[src/source/tapnw_config.svh]
// TAP network configuration
// Chain size, instruction register width, opcodes,
// capture pattern and the IDCODE values of every TAP

`ifndef TAPNW_CONFIG_SVH
`define TAPNW_CONFIG_SVH

// Number of slave TAPs behind the router
`define TAPNW_NUM_STAPS 2

// Instruction register width, shared by master and slaves
`define TAP_IR_WIDTH 4

// Opcodes
`define TAP_IR_IDCODE    4'h1
// Decoded in the master only
`define TAP_IR_TAPNW_SEL 4'h2
`define TAP_IR_BYPASS    4'hF

// Fixed pattern loaded into IR in Capture-IR
`define TAP_IR_CAPTURE 4'b0001

// IDCODE values, bit 0 set as 1149.1 requires
`define MTAP_IDCODE  32'h1234_5679
`define STAP0_IDCODE 32'h1111_1111
`define STAP1_IDCODE 32'h2222_2223

`endif
[src/source/tapnw_pkg.sv]
// TAP network types
// Controller state encoding, vector types and the packed
// structs that carry serial data between the TAPs

`include "tapnw_config.svh"

package tapnw_pkg;

    // 1149.1 state encoding
    typedef enum logic [3:0] {
        st_exit2_dr  = 4'h0,
        st_exit1_dr  = 4'h1,
        st_shift_dr  = 4'h2,
        st_pause_dr  = 4'h3,
        st_sel_ir    = 4'h4,
        st_upd_dr    = 4'h5,
        st_cap_dr    = 4'h6,
        st_sel_dr    = 4'h7,
        st_exit2_ir  = 4'h8,
        st_exit1_ir  = 4'h9,
        st_shift_ir  = 4'hA,
        st_pause_ir  = 4'hB,
        st_rti       = 4'hC,
        st_upd_ir    = 4'hD,
        st_cap_ir    = 4'hE,
        st_tlr       = 4'hF
    } tap_state_e;

    typedef logic [`TAP_IR_WIDTH-1:0]    tap_ir_t;
    typedef logic [31:0]                 tap_idcode_t;
    // One enable bit per slave TAP
    typedef logic [`TAPNW_NUM_STAPS-1:0] tapnw_sel_t;

    // Decoded controller phase
    typedef struct packed {
        logic test_logic_reset;
        logic run_test_idle;
        logic capture_dr;
        logic shift_dr;
        logic update_dr;
        logic capture_ir;
        logic shift_ir;
        logic update_ir;
    } tap_phase_t;

    // Serial input into one TAP
    typedef struct packed {
        logic tms;
        logic tdi;
    } tap_drive_t;

    // Serial output of one TAP
    typedef struct packed {
        logic tdo;
        logic tdo_en;
    } tap_resp_t;

endpackage

[src/source/tapnw_top.sv]
// TAP network top level
// Master TAP, router and two slave TAPs on a single
// JTAG port with a shared tck and synchronous reset

`timescale 1ns/100ps
`include "tapnw_config.svh"

module tapnw_top (
    input  logic                  tck,
    input  logic                  rst,
    input  logic                  tms,
    input  logic                  tdi,
    output logic                  tdo,
    output logic                  tdo_en,
    output tapnw_pkg::tapnw_sel_t tapnw_enabletap
);
    import tapnw_pkg::*;

    tap_drive_t mtap_drive;
    tap_resp_t  mtap_resp;
    // Master phase, visible here for bound checks
    tap_phase_t mtap_phase;
    tap_drive_t stap_drive [`TAPNW_NUM_STAPS];
    tap_resp_t  stap_resp  [`TAPNW_NUM_STAPS];

    // Pins feed the master directly
    assign mtap_drive.tms = tms;
    assign mtap_drive.tdi = tdi;

    // ------------------------------
    // Master and router
    // ------------------------------
    mtap u_mtap (
        .tck       (tck),
        .rst       (rst),
        .drive     (mtap_drive),
        .resp      (mtap_resp),
        .phase     (mtap_phase),
        .enabletap (tapnw_enabletap)
    );

    tapnw_router u_router (
        .tms        (tms),
        .mtap_resp  (mtap_resp),
        .enabletap  (tapnw_enabletap),
        .stap_drive (stap_drive),
        .stap_resp  (stap_resp),
        .tdo        (tdo),
        .tdo_en     (tdo_en)
    );

    // ------------------------------
    // Slaves
    // ------------------------------
    stap #(.idcode(`STAP0_IDCODE)) u_stap0 (
        .tck   (tck),
        .rst   (rst),
        .drive (stap_drive[0]),
        .resp  (stap_resp[0])
    );

    stap #(.idcode(`STAP1_IDCODE)) u_stap1 (
        .tck   (tck),
        .rst   (rst),
        .drive (stap_drive[1]),
        .resp  (stap_resp[1])
    );

endmodule

[src/source/tapnw_router.sv]
// TAP network router
// Gates tms to each slave TAP by its enable bit and threads
// the scan chain from the master through the enabled slaves
// in ascending order, all combinational

`timescale 1ns/100ps
`include "tapnw_config.svh"

module tapnw_router (
    input  logic                  tms,
    input  tapnw_pkg::tap_resp_t  mtap_resp,
    input  tapnw_pkg::tapnw_sel_t enabletap,
    output tapnw_pkg::tap_drive_t stap_drive [`TAPNW_NUM_STAPS],
    input  tapnw_pkg::tap_resp_t  stap_resp  [`TAPNW_NUM_STAPS],
    output logic                  tdo,
    output logic                  tdo_en
);

    // ------------------------------
    // Chain build
    // ------------------------------
    always_comb begin
        logic chain_bit;

        // Chain starts at the master's shift register
        chain_bit = mtap_resp.tdo;
        for (int i = 0; i < `TAPNW_NUM_STAPS; i++) begin
            // Disabled slave sees tms low and parks in Run-Test/Idle
            stap_drive[i].tms = tms & enabletap[i];
            stap_drive[i].tdi = chain_bit;
            // Enabled slave splices its register into the chain
            if (enabletap[i] && stap_resp[i].tdo_en) begin
                chain_bit = stap_resp[i].tdo;
            end
        end
        tdo = chain_bit;
    end

    // Enabled slaves shift in step with the master
    assign tdo_en = mtap_resp.tdo_en;

endmodule

[src/source/stap.sv]
// Slave TAP
// Instruction register with IDCODE and BYPASS only, fed by
// the TAP network router

`timescale 1ns/100ps
`include "tapnw_config.svh"

module stap #(
    parameter tapnw_pkg::tap_idcode_t idcode = 32'h0000_0001
) (
    input  logic                  tck,
    input  logic                  rst,
    input  tapnw_pkg::tap_drive_t drive,
    output tapnw_pkg::tap_resp_t  resp
);
    import tapnw_pkg::*;

    tap_phase_t  phase;
    tap_ir_t     ir;
    tap_ir_t     ir_shift;
    tap_idcode_t idcode_shift;
    logic        bypass_bit;
    logic        dr_tdo;

    tap_fsm u_fsm (
        .tck   (tck),
        .rst   (rst),
        .tms   (drive.tms),
        .state (),
        .phase (phase)
    );

    // ------------------------------
    // Instruction register
    // ------------------------------
    always_ff @(posedge tck) begin
        if (rst || phase.test_logic_reset) begin
            ir <= `TAP_IR_IDCODE;
        end else if (phase.update_ir) begin
            ir <= ir_shift;
        end
    end

    always_ff @(posedge tck) begin
        if (phase.capture_ir) begin
            ir_shift <= `TAP_IR_CAPTURE;
        end else if (phase.shift_ir) begin
            ir_shift <= {drive.tdi, ir_shift[`TAP_IR_WIDTH-1:1]};
        end
    end

    // ------------------------------
    // Data registers
    // ------------------------------
    always_ff @(posedge tck) begin
        if (phase.capture_dr) begin
            idcode_shift <= idcode;
        end else if (phase.shift_dr && (ir == `TAP_IR_IDCODE)) begin
            idcode_shift <= {drive.tdi, idcode_shift[31:1]};
        end
    end

    // Single bit path through the slave
    always_ff @(posedge tck) begin
        if (phase.capture_dr) begin
            bypass_bit <= 1'b0;
        end else if (phase.shift_dr) begin
            bypass_bit <= drive.tdi;
        end
    end

    // Output mux, anything not IDCODE takes the bypass bit
    always_comb begin
        case (ir)
            `TAP_IR_IDCODE: dr_tdo = idcode_shift[0];
            `TAP_IR_BYPASS: dr_tdo = bypass_bit;
            default:        dr_tdo = bypass_bit;
        endcase
    end

    assign resp.tdo    = phase.shift_ir ? ir_shift[0] : dr_tdo;
    assign resp.tdo_en = phase.shift_ir | phase.shift_dr;

endmodule

[src/source/mtap.sv]
// Master TAP
// Instruction register with IDCODE, BYPASS and TAPNW_SEL,
// plus the pending and active slave select registers that
// steer the TAP network router

`timescale 1ns/100ps
`include "tapnw_config.svh"

module mtap (
    input  logic                  tck,
    input  logic                  rst,
    input  tapnw_pkg::tap_drive_t drive,
    output tapnw_pkg::tap_resp_t  resp,
    output tapnw_pkg::tap_phase_t phase,
    output tapnw_pkg::tapnw_sel_t enabletap
);
    import tapnw_pkg::*;

    tap_ir_t     ir;
    tap_ir_t     ir_shift;
    tap_idcode_t idcode_shift;
    logic        bypass_bit;
    tapnw_sel_t  sel_shift;
    tapnw_sel_t  sel_pending;
    logic        is_idcode;
    logic        is_tapnw_sel;
    logic        dr_tdo;

    tap_fsm u_fsm (
        .tck   (tck),
        .rst   (rst),
        .tms   (drive.tms),
        .state (),
        .phase (phase)
    );

    // ------------------------------
    // Instruction register
    // ------------------------------
    always_ff @(posedge tck) begin
        if (rst || phase.test_logic_reset) begin
            ir <= `TAP_IR_IDCODE;
        end else if (phase.update_ir) begin
            ir <= ir_shift;
        end
    end

    // IR shift stage, LSB goes out first
    always_ff @(posedge tck) begin
        if (phase.capture_ir) begin
            ir_shift <= `TAP_IR_CAPTURE;
        end else if (phase.shift_ir) begin
            ir_shift <= {drive.tdi, ir_shift[`TAP_IR_WIDTH-1:1]};
        end
    end

    assign is_idcode    = (ir == `TAP_IR_IDCODE);
    assign is_tapnw_sel = (ir == `TAP_IR_TAPNW_SEL);

    // ------------------------------
    // Data registers
    // ------------------------------
    always_ff @(posedge tck) begin
        if (phase.capture_dr) begin
            idcode_shift <= `MTAP_IDCODE;
        end else if (phase.shift_dr && is_idcode) begin
            idcode_shift <= {drive.tdi, idcode_shift[31:1]};
        end
    end

    // Bypass captures 0, then delays tdi by one bit
    always_ff @(posedge tck) begin
        if (phase.capture_dr) begin
            bypass_bit <= 1'b0;
        end else if (phase.shift_dr) begin
            bypass_bit <= drive.tdi;
        end
    end

    // Select DR reads back the active selection
    always_ff @(posedge tck) begin
        if (phase.capture_dr) begin
            sel_shift <= enabletap;
        end else if (phase.shift_dr && is_tapnw_sel) begin
            sel_shift <= {drive.tdi, sel_shift[`TAPNW_NUM_STAPS-1:1]};
        end
    end

    // Pending value waits for Run-Test/Idle before it
    // reaches the router, so slaves join in a known state
    always_ff @(posedge tck) begin
        if (rst || phase.test_logic_reset) begin
            sel_pending <= '0;
            enabletap   <= '0;
        end else begin
            if (phase.update_dr && is_tapnw_sel) begin
                sel_pending <= sel_shift;
            end
            if (phase.run_test_idle) begin
                enabletap <= sel_pending;
            end
        end
    end

    // ------------------------------
    // Serial output
    // ------------------------------
    always_comb begin
        case (ir)
            `TAP_IR_IDCODE:    dr_tdo = idcode_shift[0];
            `TAP_IR_TAPNW_SEL: dr_tdo = sel_shift[0];
            `TAP_IR_BYPASS:    dr_tdo = bypass_bit;
            // Unknown opcodes behave as BYPASS
            default:           dr_tdo = bypass_bit;
        endcase
    end

    assign resp.tdo    = phase.shift_ir ? ir_shift[0] : dr_tdo;
    assign resp.tdo_en = phase.shift_ir | phase.shift_dr;

endmodule

[src/source/tap_fsm.sv]
// TAP controller
// 16-state 1149.1 controller stepping on every rising tck,
// with the states the data path acts on decoded into flags

`timescale 1ns/100ps

module tap_fsm (
    input  logic                  tck,
    input  logic                  rst,
    input  logic                  tms,
    output tapnw_pkg::tap_state_e state,
    output tapnw_pkg::tap_phase_t phase
);
    import tapnw_pkg::*;

    tap_state_e next_state;

    // ------------------------------
    // Next state
    // ------------------------------
    always_comb begin
        case (state)
            st_tlr:      next_state = tms ? st_tlr      : st_rti;
            st_rti:      next_state = tms ? st_sel_dr   : st_rti;
            // DR column
            st_sel_dr:   next_state = tms ? st_sel_ir   : st_cap_dr;
            st_cap_dr:   next_state = tms ? st_exit1_dr : st_shift_dr;
            st_shift_dr: next_state = tms ? st_exit1_dr : st_shift_dr;
            st_exit1_dr: next_state = tms ? st_upd_dr   : st_pause_dr;
            st_pause_dr: next_state = tms ? st_exit2_dr : st_pause_dr;
            st_exit2_dr: next_state = tms ? st_upd_dr   : st_shift_dr;
            st_upd_dr:   next_state = tms ? st_sel_dr   : st_rti;
            // IR column
            st_sel_ir:   next_state = tms ? st_tlr      : st_cap_ir;
            st_cap_ir:   next_state = tms ? st_exit1_ir : st_shift_ir;
            st_shift_ir: next_state = tms ? st_exit1_ir : st_shift_ir;
            st_exit1_ir: next_state = tms ? st_upd_ir   : st_pause_ir;
            st_pause_ir: next_state = tms ? st_exit2_ir : st_pause_ir;
            st_exit2_ir: next_state = tms ? st_upd_ir   : st_shift_ir;
            st_upd_ir:   next_state = tms ? st_sel_dr   : st_rti;
            default:     next_state = st_tlr;
        endcase
    end

    // State register, reset parks in Test-Logic-Reset
    always_ff @(posedge tck) begin
        if (rst) begin
            state <= st_tlr;
        end else begin
            state <= next_state;
        end
    end

    // ------------------------------
    // Phase decode
    // ------------------------------
    // Flags follow the current state, so a register acting on
    // them does so on the edge that leaves the state
    assign phase.test_logic_reset = (state == st_tlr);
    assign phase.run_test_idle    = (state == st_rti);
    assign phase.capture_dr       = (state == st_cap_dr);
    assign phase.shift_dr         = (state == st_shift_dr);
    assign phase.update_dr        = (state == st_upd_dr);
    assign phase.capture_ir       = (state == st_cap_ir);
    assign phase.shift_ir         = (state == st_shift_ir);
    assign phase.update_ir        = (state == st_upd_ir);

endmodule

[config.mk]
export PLATFORM = sky130hd
export DESIGN_NAME = tapnw_top
export DESIGN_NICKNAME = d
export VERILOG_FILES = /design/src/source/tapnw_pkg.sv /design/src/source/tapnw_top.sv /design/src/source/tapnw_router.sv /design/src/source/stap.sv /design/src/source/mtap.sv /design/src/source/tap_fsm.sv
export VERILOG_INCLUDE_DIRS = /design/src /design/src/source
export SDC_FILE = /design/constraint.sdc
export NUM_CORES = 1
export LEC_CHECK = 0
export ABC_CLOCK_PERIOD_IN_PS = 3900
export BUFFER_PORTS_ARGS = -buffer_cell sky130_fd_sc_hd__buf_2
export CAP_MARGIN = 20
export CORE_MARGIN = 1
export CORE_UTILIZATION = 35
export CTS_CLUSTER_DIAMETER = 200
export DETAILED_ROUTE_END_ITERATION = 8
export SLEW_MARGIN = 10
export SYNTH_ARGS = -nofsm -noshare
export SYNTH_HDL_FRONTEND = slang
export SYNTH_HIERARCHICAL = 1
export SYNTH_SLANG_ARGS = --single-unit
[constraint.sdc]
create_clock -name tck -period 3.9 [get_ports tck]
set_input_delay 0 -clock tck [delete_from_list [all_inputs] [get_ports tck]]
set_output_delay 0 -clock tck [all_outputs]
set_load 0.02 [all_outputs]
---- Word level (Yosys, flattened, before mapping) ----
Cells that the tools add are included.
word-level totals
  register bits after elaboration ......... 141
  bits in latches ......................... 0
  memory bits (writable) .................. 0
  bits in read-only memories .............. 0
  bits of input ports ..................... 4
  output and inout bits ................... 4
  word-level logic and storage cells ...... 144
  memories kept ........................... 0
operators by class
  add/sub/neg operators ................... 0
  multiply operators ...................... 0
  divide/modulo/power cells ............... 0
  $lt $le $gt $ge ......................... 0
  eq/ne operators ......................... 49
  shift-type cells ........................ 0
  multiplexer cells ....................... 49
  bitwise logic cells ..................... 5
  reduce and logical (&&, ||, !) cells .... 23
operators by type and width
  operator                                       number
  one-hot mux 4 bit (12 select lines)            3
  == test 4 bit, second input constant           24
  == test 4 x 3 -> 1 bit, second input constant  12
  two-way mux 2 bit                              20
  two-way mux 3 bit                              12
  == test 4 x 2 -> 1 bit, second input constant  7
  == test 4 x 1 -> 1 bit, second input constant  6
  logical NOT 4 bit                              3
  two-way mux 4 bit                              3
  OR reduction 2 bit                             6
  two-way mux 1 bit                              10
  OR reduction 3 bit                             3
  logical AND 1 bit                              7
  logical OR 1 bit                               3
  bitwise OR 1 bit                               3
  AND 1 bit                                      2
  one-hot mux 1 bit (2 select lines)             1
  nonzero test 2 bit                             1

---- Depth between registers and ports, before layout ----
Gate-level depths: netlist of the first run.
  depth in word-level cells ............... 5
  mapped depth ............................ 10
  depth with buffers taken out ............ 8

---- Hierarchy ----
Netlist of the first run, hierarchy kept.
modules (own cells, without submodules)
  module           times used  cells an instance  area each (µm²)  seq. area each (µm²)
  mtap             1           188                1960.6           960.9
  stap at u_stap0  1           159                1669.1           820.8
  stap at u_stap1  1           159                1666.6           820.8
  tap_fsm          3           35                 260.2            80.1
  tapnw_router     1           10                 71.3             0.0

---- Worst setup path after synthesis of the first run ----
No wires, ideal clock.
  path type ............................... register to register
  start ................................... reg u_stap0.u_fsm.state[0]
  end ..................................... reg u_stap1.bypass_bit
  library setup time ...................... 0.128 ns
  data arrival time ....................... 2.049 ns
  required time ........................... 3.772 ns
  slack ................................... 1.723 ns
  cell stages (with the launch flop) ...... 10
  path buffers ............................ 2
  period minus slack after synthesis ...... 2.177 ns
  path through ............................ dfxtp_1 > buf_2 > or2b_1 > nor3_1 > clkbuf_1 > or2_2 > a21bo_1 > nand2_1 > mux2i_1 > nor2_1
RTL lines
  what                    line           source
  start, declared         tap_fsm.sv:11  output tapnw_pkg::tap_state_e state,
  start signal, assigned  tap_fsm.sv:48  state <= st_tlr;
  start signal, assigned  tap_fsm.sv:50  state <= next_state;
  end signal, assigned    stap.sv:68     bypass_bit <= drive.tdi;
  end, declared           stap.sv:22     logic bypass_bit;

==> summary.txt, run 1 <==
Timing
  • Final Max Tran Viols: 0
  • Endpoints failing setup: 0
  • Least-Margin Pin Slew: 1.038 ns
  • Tmin final: 2.764 ns
  • Worst slew margin: 0.3074
  • RSZ-0062 raised after global routing: no
  • Skew final: 0.007325 ns
  • Fin. Hold Viols: 0
  • FMAX: 361.8 MHz
  • Total Neg Setup Slack: 0 ns
  • Period utilisation layout: 0.7088

Detailed routing
  • Antenna viol nets, final: 0
  • Routed via count: 4072
  • Detail-routed via count per cell: 4.813
  • 1st-pass router iterations: 5
  • Per-cell routed wire length: 12.21 um
  • DR DRC count: 0
  • Post-Route WL: 10330 um
  • Initial DRC count: 229

Clocking
  • Htree depth: 4
  • Deepest clock path buffer count: 2
  • Cts repair resizes: 0
  • CTS buffer count: 17
  • CTS tree: built
  • CTS clk-pin slew, worst paths: 0.06 ns
  • Worst-Skew Late Latency: 0.42 ns
  • Clock Tree Root: clkbuf_16
  • Clock sink count: 141

Pwr
  • Logic pwr share: 0.161
  • Clock share of power: 0.353
  • Power Density: 592.0 mW/mm^2
  • Peak supply drop: 411.4 uV
  • Sequential power share: 0.486
  • Internal power: 2937 uW
  • Switching Share: 0.2665
  • Psw: 1067 uW
  • Lkg Pwr: 0.002718 uW

Global routing
  • Initial antenna violation count: 0
  • Grt total ovfl: 0
  • Vias in the first global route: 3973
  • Met3 usage: 0.03968
  • Gr usage total: 0.1230
  • First-pass GRT wire length: 17720 um
  • Busiest grt layer: met2
  • Global-route track usage on met1: 0.1380
  • Largest net degree at the start of global routing: 50
  • GR Util met2: 0.2104

Critical path
  • Required time of the critical path: 3.90 ns
  • CP Cell Sequence: or2b_1 > nor3b_1 > nand2_1 > o21ai_0 > and3b_1 > a31oi_2 > buf_2
  • Crit path from: u_stap1/u_fsm/state[1]
  • Worst path slowest cell: nor3b_1
  • Setup CP Type: register to primary output
  • Critical Path Fanout Max: 8
  • Delay-heaviest family, CP: simple AND/OR/NAND/NOR gates
  • FF-to-FF path depth: 4
  • Total stage count of the critical path: 7
  • Critical Path AT: 2.76 ns
  • R2r setup slk: 1.25 ns
  • Crit start category: register
  • Worst R2R Start: u_mtap/u_fsm/state[1]
  • WP buf/inv: 1
  • Crit Reg-Reg Endpoint: u_mtap/idcode_shift[18]
  • Crit. End Element: primary output
  • Crit-path max cell delay: 0.80 ns

Floorplanning
  • Die outline area: 0.01805 mm^2
  • Num ports: 8
  • Initial Util: 0.3569
  • Die width: 134.4 um
  • Cell row count: 48
  • Die Y-Extent: 134.4 um
  • Area of the core: 0.01718 mm^2

Hold path
  • Hold Path Depth: 3
  • Hold Path Class: input pin to register
  • Hold endpoint: u_stap0/ir[0]
  • Hold path start: rst

Place
  • Final GP Congestion: 0.8013
  • Port Buffers: 7
  • DP Cell Count: 812
  • DP Wirelength: 6580 um

Yosys
  • Synth Instances: 617
  • Net count after synthesis: 621
  • Synth Area per Inst: 9.937 um^2
  • Warnings from Yosys: 6
  • Mapped Area: 0.006131 mm^2

Layout
  • Area grow syn2layout: 10.33%
  • Final net count: 612
  • Share of cells above drive strength 1: 0.1014
  • Fillers: 1694
  • N_diodes: 0
  • Post-Layout Cell Count: 846
  • Largest regs: u_mtap/idcode_shift (32), u_stap0/idcode_shift (32), u_stap1/idcode_shift (32)

Run status
  • Status: finished, final reports clean

Run
  • Max-cap viol count: 0
==> worst reg2reg max path: stages (launching register included) <==
cell	delay (ns)
dfxtp_1	0.43
or2b_1	0.31
nor3_1	0.56
and4b_1	1.00
mux2i_1	0.28
==> routing by layer <==
layer,vias up,part of all wire
met1,1932,0.47
met4,0,0.011
met2,49,0.49
met3,12,0.036
met5,-,0
li1,2079,-
==> through the flow <==
stage | area, um^2 | setup WS [ns] | hold slack (ns) | total power (uW) | util
2_1_floorplan | 6131 | 1.729 | 0.07679 | 2484 | -
3_5_place_dp | 6226 | 1.247 | 0.3319 | 2625 | 0.3625
4_1_cts | 6764 | 1.107 | 0.06540 | 4061 | 0.3938
3_3_place_gp | 6226 | 1.297 | 0.3259 | 2577 | 0.3625
6_report | 6764 | 1.136 | 0.08046 | 4004 | 0.3938
5_1_grt | 6764 | 0.9486 | 0.09980 | 4249 | 0.3938
==> timing repair <==
item / CTS / global route
hold endpoints to repair: 7 / 0
buffers inserted: 0 / 0
hold buffers: 2 / 0
==> final cells by class <==
type / instances / area, um^2 / share of cell area
multi-input combinational: 429 / 3003 / 0.4440
clock buffer: 27 / 483.0 / 0.07140
timing repair buffer: 16 / 107.6 / 0.01591
sequential: 141 / 2843 / 0.4203
tap: 225 / 281.5 / 0.04162
inverter: 3 / 11.26 / 0.001665
clock inverter: 5 / 35.03 / 0.005179
==> how the worst max path moves through the flow <==
stage                                    to  slack (ns)
finish                                  tdo        1.14
global route                            tdo        0.95
detailed placement  u_mtap/idcode_shift[18]        1.25
floorplan                u_stap1/bypass_bit        1.73
CTS                                     tdo        1.11
global placement    u_mtap/idcode_shift[14]        1.30
==> placed cells by master (no fill, tap or decap), drive strengths merged, types with 4 or more instances in the layout <==
master and n:
nor2 93, nand3 4, nand2 28, nor3 13, nand2b 78, and2 7
dfxtp 139, mux2 4, nor3b 6, a21boi 5, or2 7, clkbuf 27
buf 14, o211ai 6, clkinvlp 4, o21ai 21, nand4b 17, mux2i 110
==> power groups by stage <==
stage | combinational (uW) | sequential (uW) | clock, uW
floorplan | 564 | 1920 | 0
global placement | 612 | 1960 | 0
detailed placement | 650 | 1980 | 0
CTS | 658 | 1950 | 1460
global route | 742 | 1980 | 1520
finish | 646 | 1940 | 1410
No activity file was read; power rests on OpenSTA's default activity.
==> inputs of run 2 (changes only) <==
ABC_CLOCK_PERIOD_IN_PS = 2700   (was 3900)
clock period = 2.7 ns   (was 3.9 ns; I/O delays follow)
==> summary.txt, run 2 (synthesis gave the netlist of run 1 again) <==
Global routing
  • Vias in the first global route: 3909 (was 3973)
  • First-pass GRT wire length: 17640 um (was 17720 um)
  • Largest net degree at the start of global routing: 53 (was 50)
  • Grt total ovfl: 0 (unchanged)
  • Gr usage total: 0.1231 (was 0.1230)
  • Initial antenna violation count: 0 (unchanged)

Clocking
  • Worst-Skew Late Latency: 0.42 ns (about the same)
  • Deepest clock path buffer count: 2 (unchanged)
  • CTS tree: built (unchanged)
  • Clock Tree Root: clkbuf_16 (unchanged)
  • Clock sink count: 141 (unchanged)
  • Cts repair resizes: 0 (unchanged)
  • Htree depth: 4 (unchanged)
  • CTS clk-pin slew, worst paths: 0.06 ns (about the same)
  • CTS buffer count: 17 (unchanged)

Critical path
  • Crit start category: register (unchanged)
  • FF-to-FF path depth: 8 (was 4)
  • Crit Reg-Reg Endpoint: u_stap1/bypass_bit (was u_mtap/idcode_shift[18])
  • Required time of the critical path: 2.70 ns (was 3.90 ns)
  • Crit. End Element: primary output (unchanged)
  • Crit path from: u_mtap/u_fsm/state[1] (was u_stap1/u_fsm/state[1])
  • Critical Path AT: 2.43 ns (was 2.76 ns)
  • Critical Path Fanout Max: 7 (was 8)
  • R2r setup slk: 0.71 ns (was 1.25 ns)
  • Setup CP Type: register to primary output (unchanged)
  • Worst R2R Start: u_mtap/u_fsm/state[1] (unchanged)

Detailed routing
  • 1st-pass router iterations: 5 (unchanged)
  • Antenna viol nets, final: 0 (unchanged)
  • DR DRC count: 0 (unchanged)
  • Initial DRC count: 234 (was 229)
  • Routed via count: 4069 (was 4072)
  • Post-Route WL: 10270 um (was 10330 um)
  • Detail-routed via count per cell: 4.770 (was 4.813)
  • Per-cell routed wire length: 12.04 um (was 12.21 um)

Floorplanning
  • Die outline area: 0.01805 mm^2 (unchanged)
  • Die Y-Extent: 134.4 um (unchanged)
  • Num ports: 8 (unchanged)
  • Die width: 134.4 um (unchanged)
  • Area of the core: 0.01718 mm^2 (unchanged)
  • Cell row count: 48 (unchanged)
  • Initial Util: 0.3569 (unchanged)

Place
  • DP Worst Slack: 0.7168 ns (was 1.247 ns)
  • Port Buffers: 7 (unchanged)
  • Final GP Congestion: 0.7248 (was 0.8013)
  • DP Wirelength: 6578 um (was 6580 um)

Timing
  • Worst slew margin: 0.6496 (was 0.3074)
  • Least-Margin Pin Slew: 0.5184 ns (was 1.038 ns)
  • Slack of the critical path: 0.2699 ns (was 1.136 ns)
  • Fin. Hold Viols: 0 (unchanged)
  • RSZ-0062 raised after global routing: no (unchanged)
  • Total Neg Setup Slack: 0 ns (unchanged)
  • Hold Slack: 0.06595 ns (was 0.08046 ns)
  • Final Max Tran Viols: 0 (unchanged)
  • Endpoints failing setup: 0 (unchanged)
  • Skew final: 0.007751 ns (was 0.007325 ns)
  • FMAX: 411.5 MHz
  • Tmin final: 2.430 ns
  • Period utilisation layout: 0.9000

Layout
  • N_diodes: 0 (unchanged)
  • Share of cells above drive strength 1: 0.1226 (was 0.1014)
  • Final net count: 619 (was 612)
  • Area grow syn2layout: 12.69% (was 10.33%)
  • Commonest non-fill, non-tap cell in the layout: dfxtp_1 (unchanged)
  • Largest regs: u_mtap/idcode_shift (32), u_stap0/idcode_shift (32), u_stap1/idcode_shift (32) (unchanged)
  • Commonest non-fill, non-tap cells in the layout: dfxtp_1, mux2i_1, nor2_1 (unchanged)

Pwr
  • Final Total Pwr: 6082 uW (was 4004 uW)
  • Lkg Pwr: 0.002812 uW (was 0.002718 uW)
  • Power Density: 880.3 mW/mm^2 (was 592.0 mW/mm^2)
  • Peak supply drop: 456.1 uV (was 411.4 uV)

Hold path
  • Hold Path Class: input pin to register (unchanged)
  • Hold Path Depth: 3 (unchanged)
  • Hold endpoint: u_stap0/ir[0] (unchanged)
  • Hold path start: rst (unchanged)

Run status
  • Status: finished, final reports clean (unchanged)

Run
  • Max-cap viol count: 0 (unchanged)
==> run 2: cell types whose count changed in the layout (fill, tap and decap cells not counted), sizes merged <==
cell	before	now
bufinv	0	2
inv	3	6
clkinv	1	4
buf	14	21
clkinvlp	4	2
clkbuf	27	21
==> run 2: per-stage QoR <==
step	util	instance area, um^2	instances
5_1_grt	0.4022	6909	853
3_3_place_gp	0.3655	6279	819
6_report	0.4022	6909	853
2_1_floorplan	-	6131	617
4_1_cts	0.4022	6909	853
3_5_place_dp	0.3655	6279	819
==> run 2: layer usage <==
layer	routed length (um)	share of wire	vias to the layer above	GRT usage
met4	154	0.015	0	0.06180
li1	-	-	2103	-
met5	0	0	-	0
met3	346	0.034	15	0.03704
met1	4946	0.48	1905	0.1445
met2	4827	0.47	46	0.2035
==> run 2: repair_timing <==
action | 4_1_cts | 5_1_grt
buffers inserted | 0 | 0
hold buffers | 2 | 0
hold endpoints to repair | 7 | 0
==> run 2: cell type report <==
cell class | count | area (um^2)
multi-input combinational | 429 | 3003
inverter | 3 | 11.26
clock inverter | 11 | 128.9
sequential | 141 | 2843
timing repair buffer | 23 | 160.2
tap | 225 | 281.5
fill | 1655 | 10270
clock buffer | 21 | 481.7
==> run 2: worst max path at each step <==
stage / end / slack, ns / depth (start not counted)
5_1_grt: tdo / 0.08 / 6
3_5_place_dp: tdo / 0.72 / 6
2_1_floorplan: u_stap1/bypass_bit / 0.53 / 9
3_3_place_gp: tdo / 0.79 / 6
4_1_cts: tdo / 0.24 / 6
6_report: tdo / 0.27 / 6
==> run 2: power breakdown <==
group / internal [uW] / switching [uW] / total, uW / leakage (uW)
registers: 2570 / 236 / 2810 / 0.00116
logic: 452 / 466 / 918 / 0.00136
clock network: 1470 / 883 / 2350 / 0.000296
==> run 2: worst max-delay path, cell delays in order, from the launching register on <==
cell	delay, ns
dfxtp_1	0.44
or2b_1	0.31
nor3b_1	0.36
o31a_1	0.28
a21bo_1	0.24
a31oi_2	0.20
buf_2	0.19
==> inputs of run 3 (changes only) <==
CORE_UTILIZATION = 41   (was 35)
==> summary.txt, run 3 (synthesis gave the netlist of run 1 again) <==
Hold path
  • Hold endpoint: u_stap0/ir[0] (unchanged)
  • Hold path start: rst (unchanged)
  • Hold Path Class: input pin to register (unchanged)
  • Hold Path Depth: 3 (unchanged)

Critical path
  • Crit Reg-Reg Endpoint: u_stap1/idcode_shift[31] (was u_stap1/bypass_bit)
  • Crit start category: register (unchanged)
  • Setup CP Type: register to primary output (unchanged)
  • FF-to-FF path depth: 8 (unchanged)
  • Worst path slowest cell: dfxtp_1 (unchanged)
  • Critical Path AT: 2.44 ns (was 2.43 ns)
  • R2r setup slk: 0.68 ns (was 0.71 ns)
  • CP Cell Sequence: or2b_1 > nor3b_1 > buf_4 > o31a_1 > a21bo_1 > a31oi_2 > buf_2 (was or2b_1 > nor3b_1 > o31a_1 > a21bo_1 > a31oi_2 > buf_2)
  • Worst R2R Start: u_mtap/u_fsm/state[1] (unchanged)
  • Crit. End Element: primary output (unchanged)
  • Crit-path max cell delay: 0.44 ns (about the same)
  • Critical Path Fanout Max: 8 (was 7)
  • Required time of the critical path: 2.70 ns (about the same)

Clocking
  • Worst-Skew Late Latency: 0.42 ns (about the same)
  • Post-CTS Repair Setup Buffers: 0 (unchanged)
  • CTS buffer count: 17 (unchanged)
  • Clock sink count: 141 (unchanged)
  • Clock Tree Root: clkbuf_16 (unchanged)
  • CTS clk-pin slew, worst paths: 0.06 ns (about the same)
  • Htree depth: 4 (unchanged)
  • CTS tree: built (unchanged)
  • Deepest clock path buffer count: 2 (unchanged)

Floorplanning
  • Die Y-Extent: 124.3 um (was 134.4 um)
  • Die outline area: 0.01545 mm^2 (was 0.01805 mm^2)
  • Initial Util: 0.4202 (was 0.3569)
  • Num ports: 8 (unchanged)
  • Die width: 124.3 um (was 134.4 um)
  • Area of the core: 0.01459 mm^2 (was 0.01718 mm^2)
  • Cell row count: 44 (was 48)

Global routing
  • Gr usage total: 0.1446 (was 0.1231)
  • First-pass GRT wire length: 18330 um (was 17640 um)
  • Initial antenna violation count: 0 (unchanged)
  • Grt total ovfl: 0 (unchanged)
  • Vias in the first global route: 4005 (was 3909)
  • Largest net degree at the start of global routing: 55 (was 53)

Detailed routing
  • Per-cell routed wire length: 12.85 um (was 12.04 um)
  • Antenna viol nets, final: 0 (unchanged)
  • Routed via count: 4071 (was 4069)
  • Post-Route WL: 10450 um (was 10270 um)
  • Initial DRC count: 205 (was 234)
  • 1st-pass router iterations: 5 (unchanged)
  • Detail-routed via count per cell: 5.007 (was 4.770)
  • DR DRC count: 0 (unchanged)

Timing
  • Worst slew margin: 0.7008 (was 0.6496)
  • RSZ-0062 raised after global routing: no (unchanged)
  • Skew final: 0.008169 ns (was 0.007751 ns)
  • Endpoints failing setup: 0 (unchanged)
  • Fin. Hold Viols: 0 (unchanged)
  • FMAX: 409.7 MHz (was 411.5 MHz)
  • Final Max Tran Viols: 0 (unchanged)
  • Tmin final: 2.441 ns (was 2.430 ns)
  • Least-Margin Pin Slew: 0.4471 ns (was 0.5184 ns)
  • Period utilisation layout: 0.9039 (was 0.9000)
  • Total Neg Setup Slack: 0 ns (unchanged)

Layout
  • N_diodes: 0 (unchanged)
  • Largest regs: u_mtap/idcode_shift (32), u_stap0/idcode_shift (32), u_stap1/idcode_shift (32) (unchanged)
  • Share of cells above drive strength 1: 0.1256 (was 0.1226)
  • Commonest non-fill, non-tap cell in the layout: dfxtp_1 (unchanged)
  • Commonest non-fill, non-tap cells in the layout: dfxtp_1, mux2i_1, nor2_1 (unchanged)
  • Final net count: 620 (was 619)
  • Area grow syn2layout: 12.00% (was 12.69%)

Pwr
  • Logic pwr share: 0.152 (was 0.151)
  • Power Density: 891.6 mW/mm^2 (was 880.3 mW/mm^2)
  • Psw: 1616 uW (was 1585 uW)
  • Peak supply drop: 472.9 uV (was 456.1 uV)
  • Clock share of power: 0.388 (was 0.387)
  • Sequential power share: 0.460 (was 0.462)
  • Internal power: 4506 uW (was 4497 uW)
  • Switching Share: 0.2640 (was 0.2606)
  • Final Total Pwr: 6123 uW (was 6082 uW)
  • Lkg Pwr: 0.002816 uW (was 0.002812 uW)

Place
  • Final GP Congestion: 0.7516 (was 0.7248)
  • DP Wirelength: 6681 um (was 6578 um)
  • Port Buffers: 7 (unchanged)

Run
  • Max-cap viol count: 0 (unchanged)

Run status
  • Status: finished, final reports clean (unchanged)
## run 3: cell count changes in the layout (fill, tap and decap cells not counted)
cell       change
clkinv_4       +1
buf_4          +1
nor3_1         -1
clkbuf_8       -1
nor3_2         +1
inv_6          -1
bufinv_16      +1
clkinv_2       +1
clkbuf_16      -1
## run 3: critical path: cells and delay by family, from the launching register on
| family | cells | cell delay [ns] |
|---|---|---|
| AO/OA/AOI/OAI | 3 | 0.69 |
| AND/OR/NAND/NOR | 2 | 0.50 |
| flip-flops | 1 | 0.44 |
| buffers and inverters | 2 | 0.38 |
## run 3: routing by layer
metal | vias to the layer above | track usage | share of wire
met3 | 8 | 0.04639 | 0.028
met1 | 1930 | 0.1764 | 0.50
li1 | 2102 | - | -
met4 | 0 | 0.05528 | 0.0095
met5 | - | 0 | 0
met2 | 31 | 0.2363 | 0.46
## run 3: area by class of cell
| cell class | count | area, um^2 |
|---|---|---|
| inverters | 3 | 11.26 |
| clock buffers | 19 | 442.9 |
| fillers | 1375 | 7722 |
| flip-flops and latches | 141 | 2843 |
| multi-input cells | 429 | 3008 |
| repair buffers | 24 | 167.7 |
| well taps | 184 | 230.2 |
| clock inverters | 13 | 163.9 |
## run 3: through the flow
stage / hold slack, ns / std cells / instance area [um^2] / setup slack, ns / util
3_5_place_dp: 0.3261 / 779 / 6240 / 0.6952 / 0.4277
2_1_floorplan: 0.07679 / 617 / 6131 / 0.5294 / -
6_report: 0.03063 / 813 / 6867 / 0.2595 / 0.4707
4_1_cts: 0.01826 / 813 / 6867 / 0.2395 / 0.4707
3_3_place_gp: 0.3285 / 779 / 6240 / 0.7833 / 0.4277
5_1_grt: 0.06880 / 813 / 6867 / 0.1028 / 0.4707
## run 3: repair_timing
item | CTS | global route
gates resized for setup | 0 | 0
hold endpoints to repair | 6 | 0
hold buffers | 2 | 0
endpoints found under the setup margin | 0 | 0
## run 3: worst max path at each step
stage	startpoint	to	slack, ns	cells past startpoint
floorplan	u_stap0/u_fsm/state[0]	u_stap1/bypass_bit	0.53	9
global placement	u_mtap/u_fsm/state[1]	tdo	0.78	7
detailed placement	u_mtap/u_fsm/state[1]	u_stap1/bypass_bit	0.70	9
CTS	u_mtap/u_fsm/state[1]	tdo	0.24	7
global route	u_mtap/u_fsm/state[1]	tdo	0.10	7
finish	u_mtap/u_fsm/state[1]	tdo	0.26	7
## run 3: power by group through the flow
stage	Clock, uW	Sequential (uW)	Combinational [uW]
after floorplan	0	2770	815
after global placement	0	2840	889
after detailed placement	0	2850	936
after CTS	2450	2810	946
after global routing	2540	2870	1070
final	2380	2810	932
